**config.mk**
```make
export PLATFORM = sky130hd
export DESIGN_NAME = rd_return_fifo
export DESIGN_NICKNAME = d
export VERILOG_FILES = /design/src/hdl/rd_return_fifo.sv
export VERILOG_INCLUDE_DIRS = /design/src /design/src/common
export SDC_FILE = /design/constraint.sdc
export NUM_CORES = 1
export LEC_CHECK = 0
export BUFFER_PORTS_ARGS = -buffer_cell sky130_fd_sc_hd__buf_2
export CORE_UTILIZATION = 30
export DETAILED_ROUTE_END_ITERATION = 6
export PLACE_DENSITY = 0.49
export SKIP_LAST_GASP = 1
export SLEW_MARGIN = 20
export SYNTH_ARGS = -nofsm -noshare
export SYNTH_HDL_FRONTEND = slang
export SYNTH_SLANG_ARGS = --single-unit
```
**constraint.sdc**
```tcl
create_clock -name clk -period 6.25 [get_ports clk]
set_input_delay 0.625 -clock clk [delete_from_list [all_inputs] [get_ports clk]]
set_output_delay 0.625 -clock clk [all_outputs]
set_load 0.1 [all_outputs]
```
**src/common/mc_defs.svh**
```systemverilog
`ifndef MC_DEFS_SVH
`define MC_DEFS_SVH

// --------------------------------------------------
// memory interface sizing
// --------------------------------------------------

// return-control tag carried with every request
`define MC_RTNCTL_WIDTH 32

// depth of the model's word RAM, 64-bit words
`define MC_RAM_WORDS 64

// request buffer stages in the memory model
`define MC_LATENCY 4

// read return FIFO entries, also the cap on reads in flight
`define RTN_FIFO_DEPTH 4

`endif
```
**src/hdl/rd_return_fifo.sv**
```systemverilog
`timescale 1ns/100ps
`include "mc_defs.svh"

module rd_return_fifo (
   input  logic                                 clk,
   input  logic                                 reset,
   input  logic                                 push,
   input  logic [63:0]                          push_data,
   input  logic [`MC_RTNCTL_WIDTH-1:0]          push_tag,
   input  logic                                 pop,
   output logic                                 empty,
   output logic [$clog2(`RTN_FIFO_DEPTH+1)-1:0] count,
   output logic [63:0]                          head_data,
   output logic [`MC_RTNCTL_WIDTH-1:0]          head_tag
);

   localparam int DEPTH = `RTN_FIFO_DEPTH;
   localparam int PW    = (DEPTH > 1) ? $clog2(DEPTH) : 1;
   localparam int CW    = $clog2(DEPTH+1);

   logic [63:0]                 data_mem [0:DEPTH-1];
   logic [`MC_RTNCTL_WIDTH-1:0] tag_mem  [0:DEPTH-1];
   logic [PW-1:0]               wr_ptr;
   logic [PW-1:0]               rd_ptr;
   logic                        do_push;
   logic                        do_pop;

   function automatic logic [PW-1:0] next_ptr(input logic [PW-1:0] p);
      if (p == PW'(DEPTH-1)) return '0;
      return p + 1'b1;
   endfunction

   assign empty     = (count == '0);
   assign head_data = data_mem[rd_ptr];
   assign head_tag  = tag_mem[rd_ptr];

   // a push into a full FIFO only lands when the head leaves this cycle
   assign do_pop  = pop && !empty;
   assign do_push = push && ((count != CW'(DEPTH)) || do_pop);

   always_ff @(posedge clk) begin
      if (reset) begin
         wr_ptr <= '0;
         rd_ptr <= '0;
         count  <= '0;
      end else begin
         if (do_push) wr_ptr <= next_ptr(wr_ptr);
         if (do_pop)  rd_ptr <= next_ptr(rd_ptr);
         count <= count + CW'(do_push) - CW'(do_pop);
      end
   end

   always_ff @(posedge clk) begin
      if (do_push) begin
         data_mem[wr_ptr] <= push_data;
         tag_mem[wr_ptr]  <= push_tag;
      end
   end

endmodule

```
; Word level (Yosys, flattened, before mapping)
; Memories as Yosys holds them, arrays and structs flattened. A register that Yosys moved wholly into a read port is not among the register bits.
; Cells that the tools add are included.
[totals]
regBits = 7
latchBits = 0
mem_bits_rw = 384
mem_bits_ro = 0
input_bits = 100
out_inout_bits = 100
elab_cells = 33
memories = 2
[memory_table]
columns = memory, depth, width, rd, rd_clocked_by_memory_dff, write_ports, line_no
row1 = data_mem, 4, 64, 1, 1, 1, rd_return_fifo.sv:21  ; logic [63:0] data_mem [0:DEPTH-1];
row2 = tag_mem, 4, 32, 1, 1, 1, rd_return_fifo.sv:22  ; logic [`MC_RTNCTL_WIDTH-1:0] tag_mem [0:DEPTH-1];
[op_classes]
addsub = 4
n_mul = 0
n_div = 0
order_cmp = 0
eq_ne = 3
shifts = 0
mux = 16
bitwise_logic = 0
reduce_logical = 5
[ops]
columns = cell, count
row1 = 2-bit two-way mux, 8
row2 = 1-bit two-way mux, 8
row3 = "2-bit by 1-bit adder with 2-bit output, second input constant", 2
row4 = "2-bit equality test, second input constant", 2
row5 = 3-bit by 1-bit adder with 3-bit output, 1
row6 = 3-bit zero test, 1
row7 = "3-bit != test, second input constant", 1
row8 = 3-bit by 1-bit subtractor with 3-bit output, 1
row9 = 1-bit logical AND, 2
row10 = 1-bit zero test, 1
row11 = 1-bit logical OR, 1

; Logic depth before layout (Yosys ltp)
[depth]
ltp_word = 8
depth_mapped = 11

; Worst setup path after synthesis
; OpenSTA, ideal clock, no wires.
[synth_path]
kind = register -> output
startpoint = register count[1]
endpoint = output empty
t_arrival_ps = 2925
setup_slack_ps = 2700
stages_incl_launch_ff = 2
cell_sequence = dfxtp_1 -> nor3_1
[synth_between]
elab_chain_cells = 1
[synth_rtl]
columns = element, line_no
row1 = start: declaration, rd_return_fifo.sv:12  ; output logic [$clog2(`RTN_FIFO_DEPTH+1)-1:0] count,
row2 = start signal: assignment, rd_return_fifo.sv:49  ; count <= count + CW'(do_push) - CW'(do_pop);
row3 = 3-bit zero test, rd_return_fifo.sv:33  ; assign empty = (count == '0);
row4 = end: declaration, rd_return_fifo.sv:11  ; output logic empty,
; No other way between the ends.

==> flow_summary.html <==
<table>
<tr><th>Metric</th><th>Value</th></tr>
<tr><th colspan="2">Status</th></tr>
<tr><td>Result of the run</td><td>finished with violations</td></tr>
<tr><td>Violations in the final reports</td><td>DRC</td></tr>
<tr><th colspan="2">Cells and area</th></tr>
<tr><td>Number of nets in the layout</td><td>888</td></tr>
<tr><td>Non-filler cells in the finished layout</td><td>1,417</td></tr>
<tr><td>Area grow syn2layout</td><td>20.76%</td></tr>
<tr><td>Core Util, Final</td><td>36.89%</td></tr>
<tr><td>Layout cell share with drive strength beyond 1</td><td>45.35%</td></tr>
<tr><td>Filler instances</td><td>4,333</td></tr>
<tr><th colspan="2">Clock network</th></tr>
<tr><td>Clock sink count</td><td>393</td></tr>
<tr><td>Clock tree root buffer cell</td><td>sky130_fd_sc_hd__clkbuf_16</td></tr>
<tr><td>TritonCTS clock tree</td><td>built</td></tr>
<tr><td>H-tree lvl count</td><td>2</td></tr>
<tr><td>TritonCTS buffer count</td><td>43</td></tr>
<tr><td>Worst-skew pair later-pin latency</td><td>550 ps</td></tr>
<tr><td>Number of cells upsized or downsized after cts</td><td>0</td></tr>
<tr><td>Post-CTS setup-driven buffer insertion count</td><td>0</td></tr>
<tr><td>Buffer depth of the longest clock path</td><td>3</td></tr>
<tr><td>Total of hold buffers inserted after clock tree synthesis</td><td>0</td></tr>
<tr><td>Clock input transition at the sequential cells of the worst setup and hold paths</td><td>60 ps</td></tr>
<tr><th colspan="2">Pwr</th></tr>
<tr><td>Relative contribution of combinational cells to total power</td><td>34.6%</td></tr>
<tr><td>Switching part of the total power</td><td>40.26%</td></tr>
<tr><td>Lkg Pwr</td><td>0.005710 uW</td></tr>
<tr><td>Power Internal</td><td>5019 uW</td></tr>
<tr><td>PwrDens</td><td>486.1 mW/mm^2</td></tr>
<tr><td>Worst IR Drop VDD</td><td>0.3893 mV</td></tr>
<tr><td>Relative contribution of the clock network to total power</td><td>26.9%</td></tr>
<tr><td>Switching power</td><td>3382 uW</td></tr>
<tr><td>Sequential group share of total power</td><td>38.5%</td></tr>
<tr><th colspan="2">Yosys</th></tr>
<tr><td>Largest cells by area after synthesis</td><td>sky130_fd_sc_hd__edfxtp_1 (81%), sky130_fd_sc_hd__mux4_2 (15%), sky130_fd_sc_hd__dfxtp_1 (1.3%)</td></tr>
<tr><td>Cell area after synthesis</td><td>0.01431 sq mm</td></tr>
<tr><td>Synth top area share</td><td>80.57%</td></tr>
<tr><td>Post-synth EDFFs</td><td>384</td></tr>
<tr><td>Proportion of register bits with asynchronous set or reset after synthesis</td><td>0%</td></tr>
<tr><td>Seq cells post-synth</td><td>393</td></tr>
<tr><td>Seq/Total Area, Yosys</td><td>81.83%</td></tr>
<tr><td>Most used flip-flop cell after synthesis</td><td>sky130_fd_sc_hd__edfxtp_1</td></tr>
<tr><td>Cell taking the most area after synthesis</td><td>sky130_fd_sc_hd__edfxtp_1</td></tr>
<tr><td>Number of warning messages in the yosys log</td><td>0</td></tr>
<tr><td>Top cells by count, synth</td><td>sky130_fd_sc_hd__edfxtp_1 (384), sky130_fd_sc_hd__mux4_2 (96), sky130_fd_sc_hd__buf_2 (11)</td></tr>
<tr><td>Average footprint of a synthesized cell</td><td>26.02 sq um</td></tr>
<tr><td>Synthesized instance count</td><td>550</td></tr>
<tr><td>Net count after synthesis</td><td>658</td></tr>
<tr><td>Unique masters post-synth</td><td>25</td></tr>
<tr><td>Dominant cell by count in the synthesized netlist</td><td>sky130_fd_sc_hd__edfxtp_1</td></tr>
<tr><th colspan="2">Timing</th></tr>
<tr><td>Final Hold Viols</td><td>0</td></tr>
<tr><td>Final max-slew violation count</td><td>0</td></tr>
<tr><td>Max Clock Skew</td><td>9.560 ps</td></tr>
<tr><td># setup viols final</td><td>0</td></tr>
<tr><td>Unrepaired setup endpoints after global routing</td><td>false</td></tr>
<tr><td>Share of the clock period used by the worst path after layout</td><td>55.61%</td></tr>
<tr><td>Slew margin rel.</td><td>40.14%</td></tr>
<tr><td>Final worst slack</td><td>2774 ps</td></tr>
<tr><td>Hold WS</td><td>289.6 ps</td></tr>
<tr><td>Setup tns final</td><td>0 ps</td></tr>
<tr><td>Max Fclk</td><td>287.7 MHz</td></tr>
<tr><td>Worst-margin pin slew</td><td>897.9 ps</td></tr>
<tr><td>Min cycle time layout</td><td>3476 ps</td></tr>
<tr><th colspan="2">Global route</th></tr>
<tr><td>Met1 track demand over resource in global routing</td><td>14.79%</td></tr>
<tr><td>Via count of the first global-routing pass</td><td>6,866</td></tr>
<tr><td>GRT met2 Usage</td><td>18.45%</td></tr>
<tr><td>Initial antenna violation count</td><td>3</td></tr>
<tr><td>GRT Overall Usage</td><td>11.56%</td></tr>
<tr><td>Total congestion overflow after global routing</td><td>0</td></tr>
<tr><td>Global-route wire length before repair</td><td>41.41 mm</td></tr>
<tr><td>Maximum number of pins on one net before global-route repair</td><td>55</td></tr>
<tr><td>Layer with the highest usage after global routing</td><td>met2</td></tr>
<tr><td>Global Route met3 Usage</td><td>3.478%</td></tr>
<tr><th colspan="2">Placement</th></tr>
<tr><td>Placed cell count</td><td>1,342</td></tr>
<tr><td>Hpwl dp</td><td>16.46 mm</td></tr>
<tr><td>Post-place setup slack</td><td>3229 ps</td></tr>
<tr><td>Weighted congestion reported at the end of routability-driven placement</td><td>0.6659</td></tr>
<tr><td>Port Buffers</td><td>199</td></tr>
<tr><th colspan="2">Floorplanning</th></tr>
<tr><td>Die Span X</td><td>220.4 um</td></tr>
<tr><td>Starting utilization of the core area</td><td>30.55%</td></tr>
<tr><td>Die Y-Extent</td><td>220.4 um</td></tr>
<tr><td>I/O pins</td><td>200</td></tr>
<tr><td>Standard cell core area</td><td>0.04685 sq mm</td></tr>
<tr><td>Die outline area</td><td>0.04859 sq mm</td></tr>
<tr><td>Number of placement rows</td><td>79</td></tr>
<tr><th colspan="2">Worst setup path</th></tr>
<tr><td>Arr. time, crit path</td><td>2850 ps</td></tr>
<tr><td>Element type at the critical path end</td><td>output port</td></tr>
<tr><td>Required time of the worst setup path</td><td>5620 ps</td></tr>
<tr><td>Critical Setup Path Class</td><td>reg -&gt; out</td></tr>
<tr><td>Worst Setup Start Kind</td><td>flop</td></tr>
<tr><td>Critical path fanouts, max</td><td>28</td></tr>
<tr><th colspan="2">Routing</th></tr>
<tr><td>Number of remaining DRC errors</td><td>26</td></tr>
<tr><td>Routed length per placed instance</td><td>19.73 um</td></tr>
<tr><td>Number of vias after detailed routing</td><td>6,353</td></tr>
<tr><td>Initial DRC count</td><td>387</td></tr>
<tr><td>Via density per instance</td><td>4.483</td></tr>
<tr><td>Wirelength, routed</td><td>27.96 mm</td></tr>
<tr><td>Residual antenna-violating net count after detailed routing</td><td>0</td></tr>
<tr><td>Router iterations before antenna repair</td><td>6</td></tr>
<tr><th colspan="2">Run</th></tr>
<tr><td>Max Cap Violations</td><td>0</td></tr>
<tr><th colspan="2">Worst hold path</th></tr>
<tr><td>Worst hold path class</td><td>in -&gt; reg</td></tr>
</table>
## routing by layer
layer  vias up  routed length (um)
met5         -                  39
met4         6                 693
met3        55                1946
met2       161               13330
li1       2841                   -
met1      3290               11950
## path summary, 6_finish.rpt
path                startpoint              to  slack [ps]  depth (start not counted)
setup / recovery          flop   head_data[53]        2770                          3
hold / removal    push_data[3]  data_mem[3][3]         290                          1
setup reg to reg      count[1]  tag_mem[0][20]        3610                          3
hold reg to reg      rd_ptr[0]            flop         490                          2
## layout make-up
| cell class | count | area, sq um | share of cell area, % |
|---|---|---|---|
| clock inverter | 21 | 95.09 | 0.5502 |
| clock buffer | 51 | 1149 | 6.645 |
| sequential | 393 | 11720 | 67.80 |
| multi-input combinational | 128 | 2456 | 14.21 |
| tap | 607 | 759.5 | 4.394 |
| antenna | 3 | 7.507 | 0.04343 |
| timing repair buffer | 208 | 1076 | 6.226 |
| inverter | 6 | 22.52 | 0.1303 |
## worst max-delay path: stages (launching register included)
cell                      delay (ps)
sky130_fd_sc_hd__dfxtp_4         740
sky130_fd_sc_hd__buf_4           590
sky130_fd_sc_hd__mux4_2          610
sky130_fd_sc_hd__buf_2           310
## power by group through the flow
stage / Combinational (uW) / Sequential [uW] / Clock (uW)
CTS: 2960 / 3240 / 2340
floorplan: 2490 / 3280 / 0
detailed placement: 2950 / 3300 / 0
global placement: 2950 / 3290 / 0
global route: 3020 / 3260 / 2430
finish: 2910 / 3240 / 2260
## cells by family after synthesis
group | after synthesis | share of synthesized area (%)
and+or+nand+nor | 18 | 0.8043
adders and majority gates | 8 | 0.7518
xor gates and xnor gates | 1 | 0.06121
AOI/OAI and AO/OA | 4 | 0.2622
DFF | 393 | 81.83
buffers and inverters | 29 | 1.119
muxes | 97 | 15.18
## sequential cells by signal (all words and copies together) (netlist names), named ones only
| register | cells |
|---|---|
| count | 3 |
| rd_ptr | 2 |
| tag_mem | 128 |
| wr_ptr | 2 |
| data_mem | 256 |
## stage by stage
stage                     cell area [sq um]  power (uW)
after floorplan                       14310        5770
after CTS                             17280        8538
final                                 17280        8401
after global placement                16030        6241
after global routing                  17280        8721
after detailed placement              16030        6251
## layout by cell type, fill, tap and decap left out, drive strengths merged
| cell | Yosys | layout |
|---|---|---|
| edfxtp | 384 | 384 |
| buf | 16 | 208 |
| mux4 | 96 | 96 |
| clkbuf | 7 | 51 |
| clkinv | 0 | 20 |
| dfxtp | 9 | 9 |
| ha | 7 | 7 |
| inv | 6 | 7 |
| and3 | 4 | 4 |
| diode | 0 | 3 |
| nor3 | 3 | 3 |
| nor2 | 3 | 3 |
| o31ai | 3 | 3 |
| and2 | 2 | 2 |
| or4b | 1 | 1 |
| or3 | 1 | 1 |
| nand2 | 1 | 1 |
| a21oi | 1 | 1 |
| nor2b | 1 | 1 |
| nand3 | 1 | 1 |
| mux2i | 1 | 1 |
| xor2 | 1 | 1 |
| nand4b | 1 | 1 |
| fa | 1 | 1 |
Power figures use the tool's default switching activity.
