`src/common/mc_defs.svh`:
```
`ifndef MC_DEFS_SVH
`define MC_DEFS_SVH

// --------------------------------------------------
// memory interface sizing
// --------------------------------------------------

// return-control tag carried with every request
`define MC_RTNCTL_WIDTH 32

// depth of the model's word RAM, 64-bit words
`define MC_RAM_WORDS 64

// request buffer stages in the memory model
`define MC_LATENCY 4

// read return FIFO entries, also the cap on reads in flight
`define RTN_FIFO_DEPTH 4

`endif
```
`src/common/mc_pkg.sv`:
```
package mc_pkg;

   // request commands, engine to memory
   typedef enum logic [2:0] {
      AEMC_CMD_IDLE = 3'd0,
      AEMC_CMD_RD8  = 3'd1,
      AEMC_CMD_WR8  = 3'd2
   } mc_rq_cmd_e;

   // response commands, memory to engine
   typedef enum logic [2:0] {
      MCAE_CMD_IDLE     = 3'd0,
      MCAE_CMD_RD8_DATA = 3'd2,
      MCAE_CMD_WR_CMP   = 3'd3
   } mc_rs_cmd_e;

   typedef enum logic [1:0] {
      OP_FILL = 2'd0,
      OP_COPY = 2'd1,
      OP_XOR  = 2'd2
   } eng_op_e;

   typedef enum logic [1:0] {ST_IDLE, ST_RUN, ST_DRAIN, ST_DONE} eng_state_e;

endpackage

```
`src/hdl/copy_engine.sv`:
```
`timescale 1ns/100ps
`include "mc_defs.svh"

module copy_engine (
   input  logic                                 clk,
   input  logic                                 reset,
   input  logic                                 start,
   input  mc_pkg::eng_op_e                      op,
   input  logic [$clog2(`MC_RAM_WORDS)-1:0]     src,
   input  logic [$clog2(`MC_RAM_WORDS)-1:0]     dst,
   input  logic [$clog2(`MC_RAM_WORDS+1)-1:0]   count,
   input  logic [63:0]                          fill_base,
   output logic                                 busy,
   output logic                                 done,
   output logic [63:0]                          result,
   output logic                                 mc_rq_vld,
   output mc_pkg::mc_rq_cmd_e                   mc_rq_cmd,
   output logic [47:0]                          mc_rq_vadr,
   output logic [`MC_RTNCTL_WIDTH-1:0]          mc_rq_rtnctl,
   output logic [63:0]                          mc_rq_data,
   input  logic                                 mc_rs_vld,
   input  mc_pkg::mc_rs_cmd_e                   mc_rs_cmd,
   input  logic                                 fifo_empty,
   input  logic [$clog2(`RTN_FIFO_DEPTH+1)-1:0] fifo_count,
   input  logic [63:0]                          fifo_head_data,
   input  logic [`MC_RTNCTL_WIDTH-1:0]          fifo_head_tag,
   output logic                                 fifo_pop
);

   localparam int AW = $clog2(`MC_RAM_WORDS);
   localparam int CW = $clog2(`MC_RAM_WORDS+1);
   localparam int FW = $clog2(`RTN_FIFO_DEPTH+1);
   localparam int TW = `MC_RTNCTL_WIDTH;

   mc_pkg::eng_state_e state;
   mc_pkg::eng_op_e    op_q;
   logic [AW-1:0]      src_q;
   logic [AW-1:0]      dst_q;
   logic [CW-1:0]      cnt_q;
   logic [63:0]        base_q;

   logic [CW-1:0] iss_cnt;      // fill writes or reads issued
   logic [CW-1:0] pop_cnt;      // words taken from the return FIFO
   logic [FW-1:0] rd_out;
   logic [CW-1:0] wr_out;
   logic [63:0]   acc;
   logic [FW:0]   rd_inflight;
   logic [AW-1:0] rd_idx;
   logic [AW-1:0] wr_idx;
   logic [63:0]   wr_data;
   logic          more_iss;
   logic          rd_room;
   logic          issue_rd;
   logic          issue_wr;
   logic          work_issued;
   logic          drained;
   logic          rs_rd;
   logic          rs_wr;

   function automatic logic [47:0] word_to_vadr(input logic [AW-1:0] idx);
      return 48'(idx) << 3;
   endfunction

   assign busy = (state != mc_pkg::ST_IDLE);
   assign done = (state == mc_pkg::ST_DONE);

   assign rs_rd = mc_rs_vld && (mc_rs_cmd == mc_pkg::MCAE_CMD_RD8_DATA);
   assign rs_wr = mc_rs_vld && (mc_rs_cmd == mc_pkg::MCAE_CMD_WR_CMP);

   // reads in flight plus words parked in the FIFO never exceed its depth
   assign rd_inflight = (FW+1)'(rd_out) + (FW+1)'(fifo_count);
   assign rd_room     = (rd_inflight < (FW+1)'(`RTN_FIFO_DEPTH));
   assign more_iss    = (iss_cnt < cnt_q);
   assign drained     = (rd_out == '0) && (wr_out == '0);

   assign rd_idx  = src_q + iss_cnt[AW-1:0];
   assign wr_idx  = (op_q == mc_pkg::OP_COPY) ? dst_q + fifo_head_tag[AW-1:0]
                                              : dst_q + iss_cnt[AW-1:0];
   assign wr_data = (op_q == mc_pkg::OP_COPY) ? fifo_head_data : base_q + 64'(iss_cnt);

   // --------------------------------------------------
   // per-cycle issue decision
   // --------------------------------------------------
   always_comb begin
      issue_rd = 1'b0;
      issue_wr = 1'b0;
      fifo_pop = 1'b0;
      if (state == mc_pkg::ST_RUN) begin
         case (op_q)
            mc_pkg::OP_FILL: issue_wr = more_iss;
            mc_pkg::OP_COPY: begin
               // draining the FIFO head wins over a new read
               if (!fifo_empty) begin
                  issue_wr = 1'b1;
                  fifo_pop = 1'b1;
               end else begin
                  issue_rd = more_iss && rd_room;
               end
            end
            mc_pkg::OP_XOR: begin
               fifo_pop = !fifo_empty;
               issue_rd = more_iss && rd_room;
            end
            default: ;
         endcase
      end
   end

   always_comb begin
      case (op_q)
         mc_pkg::OP_FILL: work_issued = (iss_cnt == cnt_q);
         mc_pkg::OP_COPY,
         mc_pkg::OP_XOR:  work_issued = (pop_cnt == cnt_q);
         default:         work_issued = 1'b1;
      endcase
   end

   // --------------------------------------------------
   // request register
   // --------------------------------------------------
   always_ff @(posedge clk) begin
      if (reset) begin
         mc_rq_vld <= 1'b0;
         mc_rq_cmd <= mc_pkg::AEMC_CMD_IDLE;
      end else begin
         mc_rq_vld <= issue_rd || issue_wr;
         if (issue_wr)      mc_rq_cmd <= mc_pkg::AEMC_CMD_WR8;
         else if (issue_rd) mc_rq_cmd <= mc_pkg::AEMC_CMD_RD8;
         else               mc_rq_cmd <= mc_pkg::AEMC_CMD_IDLE;
      end
   end

   // tag is the word offset within the operation
   always_ff @(posedge clk) begin
      if (issue_wr) begin
         mc_rq_vadr   <= word_to_vadr(wr_idx);
         mc_rq_rtnctl <= (op_q == mc_pkg::OP_COPY) ? fifo_head_tag : TW'(iss_cnt);
         mc_rq_data   <= wr_data;
      end else if (issue_rd) begin
         mc_rq_vadr   <= word_to_vadr(rd_idx);
         mc_rq_rtnctl <= TW'(iss_cnt);
         mc_rq_data   <= '0;
      end
   end

   always_ff @(posedge clk) begin
      if ((state == mc_pkg::ST_IDLE) && start) begin
         op_q   <= op;
         src_q  <= src;
         dst_q  <= dst;
         cnt_q  <= count;
         base_q <= fill_base;
      end
   end

   // --------------------------------------------------
   // FSM and counters
   // --------------------------------------------------
   always_ff @(posedge clk) begin
      if (reset) begin
         state   <= mc_pkg::ST_IDLE;
         iss_cnt <= '0;
         pop_cnt <= '0;
         rd_out  <= '0;
         wr_out  <= '0;
         acc     <= '0;
         result  <= '0;
      end else begin
         rd_out <= rd_out + FW'(issue_rd) - FW'(rs_rd);
         wr_out <= wr_out + CW'(issue_wr) - CW'(rs_wr);
         if (issue_rd || (issue_wr && (op_q == mc_pkg::OP_FILL))) begin
            iss_cnt <= iss_cnt + 1'b1;
         end
         if (fifo_pop) begin
            pop_cnt <= pop_cnt + 1'b1;
            if (op_q == mc_pkg::OP_XOR) acc <= acc ^ fifo_head_data;
         end
         case (state)
            mc_pkg::ST_IDLE: begin
               if (start) begin
                  state   <= mc_pkg::ST_RUN;
                  iss_cnt <= '0;
                  pop_cnt <= '0;
                  acc     <= '0;
               end
            end
            mc_pkg::ST_RUN: begin
               if (work_issued) state <= mc_pkg::ST_DRAIN;
            end
            // wait for the last write completions
            mc_pkg::ST_DRAIN: begin
               if (drained) begin
                  state  <= mc_pkg::ST_DONE;
                  result <= (op_q == mc_pkg::OP_XOR) ? acc : '0;
               end
            end
            default: state <= mc_pkg::ST_IDLE;
         endcase
      end
   end

endmodule

```
`config.mk`:
```
export PLATFORM = sky130hd
export DESIGN_NAME = copy_engine
export DESIGN_NICKNAME = d
export VERILOG_FILES = /design/src/common/mc_pkg.sv /design/src/hdl/copy_engine.sv
export VERILOG_INCLUDE_DIRS = /design/src /design/src/common
export SDC_FILE = /design/constraint.sdc
export NUM_CORES = 1
export LEC_CHECK = 0
export BUFFER_PORTS_ARGS = -buffer_cell sky130_fd_sc_hd__buf_2
export CAP_MARGIN = 10
export CORE_UTILIZATION = 48
export CTS_BUF_LIST = sky130_fd_sc_hd__clkbuf_16
export CTS_CLUSTER_DIAMETER = 80
export CTS_CLUSTER_SIZE = 24
export DETAILED_ROUTE_END_ITERATION = 10
export GPL_ROUTABILITY_DRIVEN = 0
export PLACE_DENSITY = 0.76
export SETUP_SLACK_MARGIN = 0.1
export SYNTH_ARGS = -nofsm -noshare
export SYNTH_HDL_FRONTEND = slang
export SYNTH_SLANG_ARGS = --single-unit
```
`constraint.sdc`:
```
create_clock -name clk -period 4.4 [get_ports clk]
set_input_delay 0.66 -clock clk [delete_from_list [all_inputs] [get_ports clk]]
set_output_delay 0.66 -clock clk [all_outputs]
set_load 0.05 [all_outputs]
```
; ---- After elaboration in Yosys (flattened, before gate mapping)
; Index checks and enable logic that the tools add are counted.
; Widths: inputs -> output; s select.
[op_classes]
n_eq_ne = 12
addsub = 11
order_cmp = 2
multipliers = 0
n_bitwise = 1
n_reduce_logical = 19
div = 0
n_shift = 0
muxes = 35
[ops]
columns = operator, count
row1 = $mux 64, 8
row2 = $mux 32, 3
row3 = $add 64x7->64, 1
row4 = $xor 64x64->64, 1
row5 = $mux 7, 6
row6 = $add 6x6->6, 3
row7 = $mux 9, 2
row8 = $add 7x1->7 const B, 2
row9 = $eq 7x7->1, 2
row10 = $mux 2, 4
row11 = $pmux 1 s2, 4
row12 = $add 7x1->7, 1
row13 = $logic_not 7->1, 1
row14 = $lt 7x7->1, 1
row15 = $sub 7x1->7, 1
row16 = $eq 2x2->1 const B, 3
row17 = $eq 3x2->1 const B, 2
row18 = $logic_and 1x1->1, 6
row19 = $mux 1, 6
row20 = $mux 6, 1
row21 = $ne 2x2->1 const B, 3
row22 = $pmux 2 s3, 1
row23 = $add 3x3->4, 1
row24 = $eq 2x1->1 const B, 2
row25 = other kinds (11), 15
[totals]
mem_count = 0
romBits = 0
latchBits = 0
input_bits = 192
word_cells = 98
ramBits = 0
ff_bits = 345

; ---- Longest topological paths before layout
[logic_depth]
word_depth = 10
ltp_mapped = 18
mapped_depth_nobuf = 17

; ---- Least setup slack after synthesis
; OpenSTA, ideal clock, no wires.
[synth_path]
path_type = input to register
start = in fifo_count[2]
end = reg mc_rq_data[0], enable pin
cell_stages = 6
arrival_time_ps = 3923
path_buffers = 0
setup_time_ps = 464
path_slack_ps = 12
cell_sequence = ha_1 -> nor3_1 -> nand2_1 -> nor4b_1 -> inv_1 -> nand2_1
[synth_via]
elab_chain_cells = 7
[synth_lines]
columns = element, line_no
row1 = "start, declared", copy_engine.sv:24  ; input logic [$clog2(`RTN_FIFO_DEPTH+1)-1:0] fifo_count,
row2 = $add 3x3->4 (*), copy_engine.sv:71  ; assign rd_inflight = (FW+1)'(rd_out) + (FW+1)'(fifo_count);
row3 = $lt 4x3->1 (*), copy_engine.sv:72  ; assign rd_room = (rd_inflight < (FW+1)'(`RTN_FIFO_DEPTH));
row4 = $logic_and 1x1->1 (*), "copy_engine.sv:97, copy_engine.sv:102"
row5 = $mux 1, copy_engine.sv:93  ; if (!fifo_empty) begin
row6 = $pmux 1 s2 (*), copy_engine.sv:89  ; case (op_q)
row7 = $mux 1 (*), copy_engine.sv:88  ; if (state == mc_pkg::ST_RUN) begin
row8 = $reduce_bool 2->1 (no source line) (*), n/a
row9 = "end signal, assigned", copy_engine.sv:138  ; mc_rq_data <= wr_data;
row10 = "end, declared", copy_engine.sv:20  ; output logic [63:0] mc_rq_data,
; Every way passes the cells marked *; elsewhere a longest branch is shown, timed or not.
; A chain may end at the register's enable or synchronous reset.

; ---- Worst setup path in the final report
[layout_path]
start = reg op_q[1]
end = reg rd_out[2]
[layout_via]
elab_chain_cells = 5
word_cells_on_any_way = 6
classes_between = add/sub: 2 / eq/ne: 2 / mux: 2
[layout_lines]
columns = element, line_no
row1 = "start, declared", copy_engine.sv:36  ; mc_pkg::eng_op_e op_q;
row2 = "start signal, assigned", copy_engine.sv:148  ; op_q <= op;
row3 = $eq 2x2->1 or $eq 2x1->1 (tied branches), copy_engine.sv:89
row4 = $pmux 1 s2 (*), copy_engine.sv:89
row5 = $mux 1 (*), copy_engine.sv:88
row6 = $add 3x1->3 (*), copy_engine.sv:169  ; rd_out <= rd_out + FW'(issue_rd) - FW'(rs_rd);
row7 = $sub 3x1->3 (*), copy_engine.sv:169
row8 = "end signal, assigned", copy_engine.sv:169
row9 = "end, declared", copy_engine.sv:44  ; logic [FW-1:0] rd_out;
; Marked as above.

==> flow_metrics.tcl <==
set metrics [dict create \
    pwr-share-seq 0.493 \
    yosysTopAreaCell "edfxtp_1" \
    nets 2074 \
    p_leak_uw 0.00737 \
    drt_pass1_iterations 5 \
    grt_setup_unrepaired "no" \
    ys_top_cells_by_area "edfxtp_1 (36%), dfxtp_1 (20%), xor2_1 (5.6%)" \
    cts_tree "done" \
    mostFrequentLayoutCell "buf_2" \
    p_sw_frac 0.358 \
    skew_ns 0.0228 \
    clkPwrFrac 0.225 \
    die-area_sq_um 33300 \
    synth_cells 1510 \
    via_per_inst 5.36 \
    fmax_mhz 283 \
    final_cell_mix "buf_2 (362), edfxtp_1 (187), nand2_1 (171)" \
    status "finished, final reports clean" \
    wire_per_inst_um 18.7 \
    die_h_um 183 \
    synth_enable_flop_cells 187 \
    path_clk_slew_ns 0.10 \
    fillers 2771 \
    async_reset_ff_frac 0 \
    power.density_nw_per_um2 457 \
    hpwl_um 30700 \
    power_frac_comb 0.282 \
    relSlewSlack 0.298 \
    reg2reg_depth 13 \
    synth_area_sq_um 15700 \
    drive_gt1_frac 0.235 \
    avgSynthCellArea_sq_um 10.4 \
    antenna_found_initial 17 \
    cts_resized 0 \
    finalHoldViolations 0 \
    tns_ns 0 \
    initial_utilization 0.492 \
    finalSetupViolCount 0 \
    die_w_um 183 \
    cap_violations 0 \
    root_buffer "clkbuf_16" \
    crit-reg2reg-capture "rd_out[2]" \
    ant_nets 0 \
    switching_power_uw 3000 \
    grt_pass1_wl_um 64600 \
    clockBufferDepth 3 \
    ys_warn_count 0 \
    io_pins 407 \
    cp-startpoint "op_q[1]" \
    hp-class "in -> reg" \
    numCtsBuffers 18 \
    ys_ff_latch 344 \
    clk_latency_ns 0.52 \
    core-area_sq_um 31800 \
    ys.flop_type "edfxtp_1" \
    crit_end "rd_out[2]" \
    area_growth_pct 17.2 \
    slew_viol_final 0 \
    cp.required_ns 4.80 \
    critPathLaunchType "register" \
    cp_max_fo 17 \
    cts_setup_buffers 0 \
    worst_slew_pin_slew_ns 1.05 \
    cts_hold_buffers 0 \
    synth_cell_types 60 \
    ff2ff_setup_slack_ns 0.87 \
    port_buffers 363 \
    grt_start_max_net_pins 94 \
    ys_seq_area_frac 0.559 \
    grt_pass1_vias 12023 \
    wl_um 42800 \
    drcViolationCount 0 \
    hold_ws_ns 0.303 \
    critPathKind "reg -> reg" \
    finalCritPeriodShare 0.802 \
    endpoint_kind "register" \
    drt_iter0_drc 689 \
    arrival_ns 3.92 \
    rows 65 \
    cts.sinks 344 \
    htree_levels 1 \
    ir_worst_vdd_mv 0.369 \
    track_usage 0.248 \
    grt_remaining_overflow 0 \
    worstReg2RegStart "op_q[1]" \
    fin_crit_ns 3.53 \
    internal-power_uw 5380 \
    num_vias 12280 \
    synth_top_area_share 0.359 \
]
[critical path, stage by stage, from the launching register on]
cell and delay (ns):
edfxtp_1 0.43, inv_1 0.11, ha_2 0.43, o211ai_1 0.21, a31oi_1 0.22, nor4b_1 0.58
inv_1 0.27, ha_1 0.36, inv_1 0.06, ha_1 0.13, inv_1 0.05, fa_1 0.37
xnor2_1 0.16, nor2_1 0.05
[cells in the mapped netlist, drive strengths merged, types with 2 or more instances]
cell type / instances
and2: 5
a21oi: 146
ha: 47
a31oi: 4
a21o: 8
xor2: 100
and4: 10
or3: 6
mux2: 9
nor2b: 4
buf: 52
nand2b: 2
nand3: 83
nor3: 26
a211oi: 6
nor4: 6
fa: 5
nand4: 14
or2: 2
inv: 46
mux2i: 10
dfxtp: 157
nand2: 173
o21ai: 71
o21bai: 5
nor2: 124
clkbuf: 70
edfxtp: 187
and3: 36
o211ai: 8
or4: 3
nor3b: 6
o2111ai: 11
clkinv: 2
xnor2: 50
[flip-flops by register name, summed over array words and instances, names as in the netlist]
name / flops
acc: 64
wr_out: 7
state: 2
src_q: 6
result: 64
mc_rq_vadr: 6
base_q: 64
mc_rq_rtnctl: 32
dst_q: 6
iss_cnt: 7
op_q: 2
pop_cnt: 7
mc_rq_cmd: 2
mc_rq_vld: 1
mc_rq_data: 64
cnt_q: 7
rd_out: 3
[metrics by stage]
step	instance area [sq um]	util	std cells	setup WS (ns)	power (uW)
4_1_cts	18300	0.576	2277	0.876	8430
3_3_place_gp	17700	0.558	2245	1.05	6510
5_1_grt	18300	0.577	2290	0.596	8750
2_1_floorplan	15800	-	1552	0.477	5910
6_report	18300	0.577	2293	0.872	8380
3_5_place_dp	17700	0.558	2245	0.949	6580
[kinds of logic after synthesis]
group | count (synthesis) | share of synthesized area
other | 1 | 0.000240
DFF | 344 | 0.559
muxes | 19 | 0.0129
buffers and inverters | 170 | 0.0516
xor gates and xnor gates | 150 | 0.0839
adders and majority gates | 52 | 0.0440
AOI/OAI and AO/OA | 267 | 0.0961
and+or+nand+nor | 507 | 0.152
[power groups by stage]
stage	Clock [uW]	Sequential (uW)	Combinational, uW
after global routing	2020	4180	2550
final	1880	4140	2370
after global placement	0	4190	2320
after CTS	1910	4130	2380
after floorplan	0	4680	1230
after detailed placement	0	4210	2370
[routing by layer]
layer | track usage | wire length (um)
met1 | 0.313 | 17300
met2 | 0.417 | 20700
met3 | 0.0469 | 3140
met4 | 0.105 | 1590
met5 | 0 | 39
[worst min-delay path by stage]
stage / end / start / depth (start not counted) / slack [ns]
after floorplan: result[62] / acc[62] / 2 / 0.46
after global placement: result[49] / result[49] / 2 / 0.43
after detailed placement: result[27] / result[27] / 2 / 0.44
after CTS: base_q[12] / fill_base[12] / 1 / 0.29
after global routing: base_q[52] / fill_base[52] / 1 / 0.29
final: base_q[11] / fill_base[11] / 1 / 0.30
[cell type report]
cell class                 instances  area [sq um]  share of cell area
clock buffer                      19           475              0.0259
antenna                           16          40.0             0.00218
timing repair buffer             380          1970               0.108
inverter                          48           181             0.00989
sequential                       344          8760               0.477
clock inverter                    13          81.3             0.00443
multi-input combinational       1038          6290               0.343
tap                              435           544              0.0297
Power figures use the tool's default switching activity.
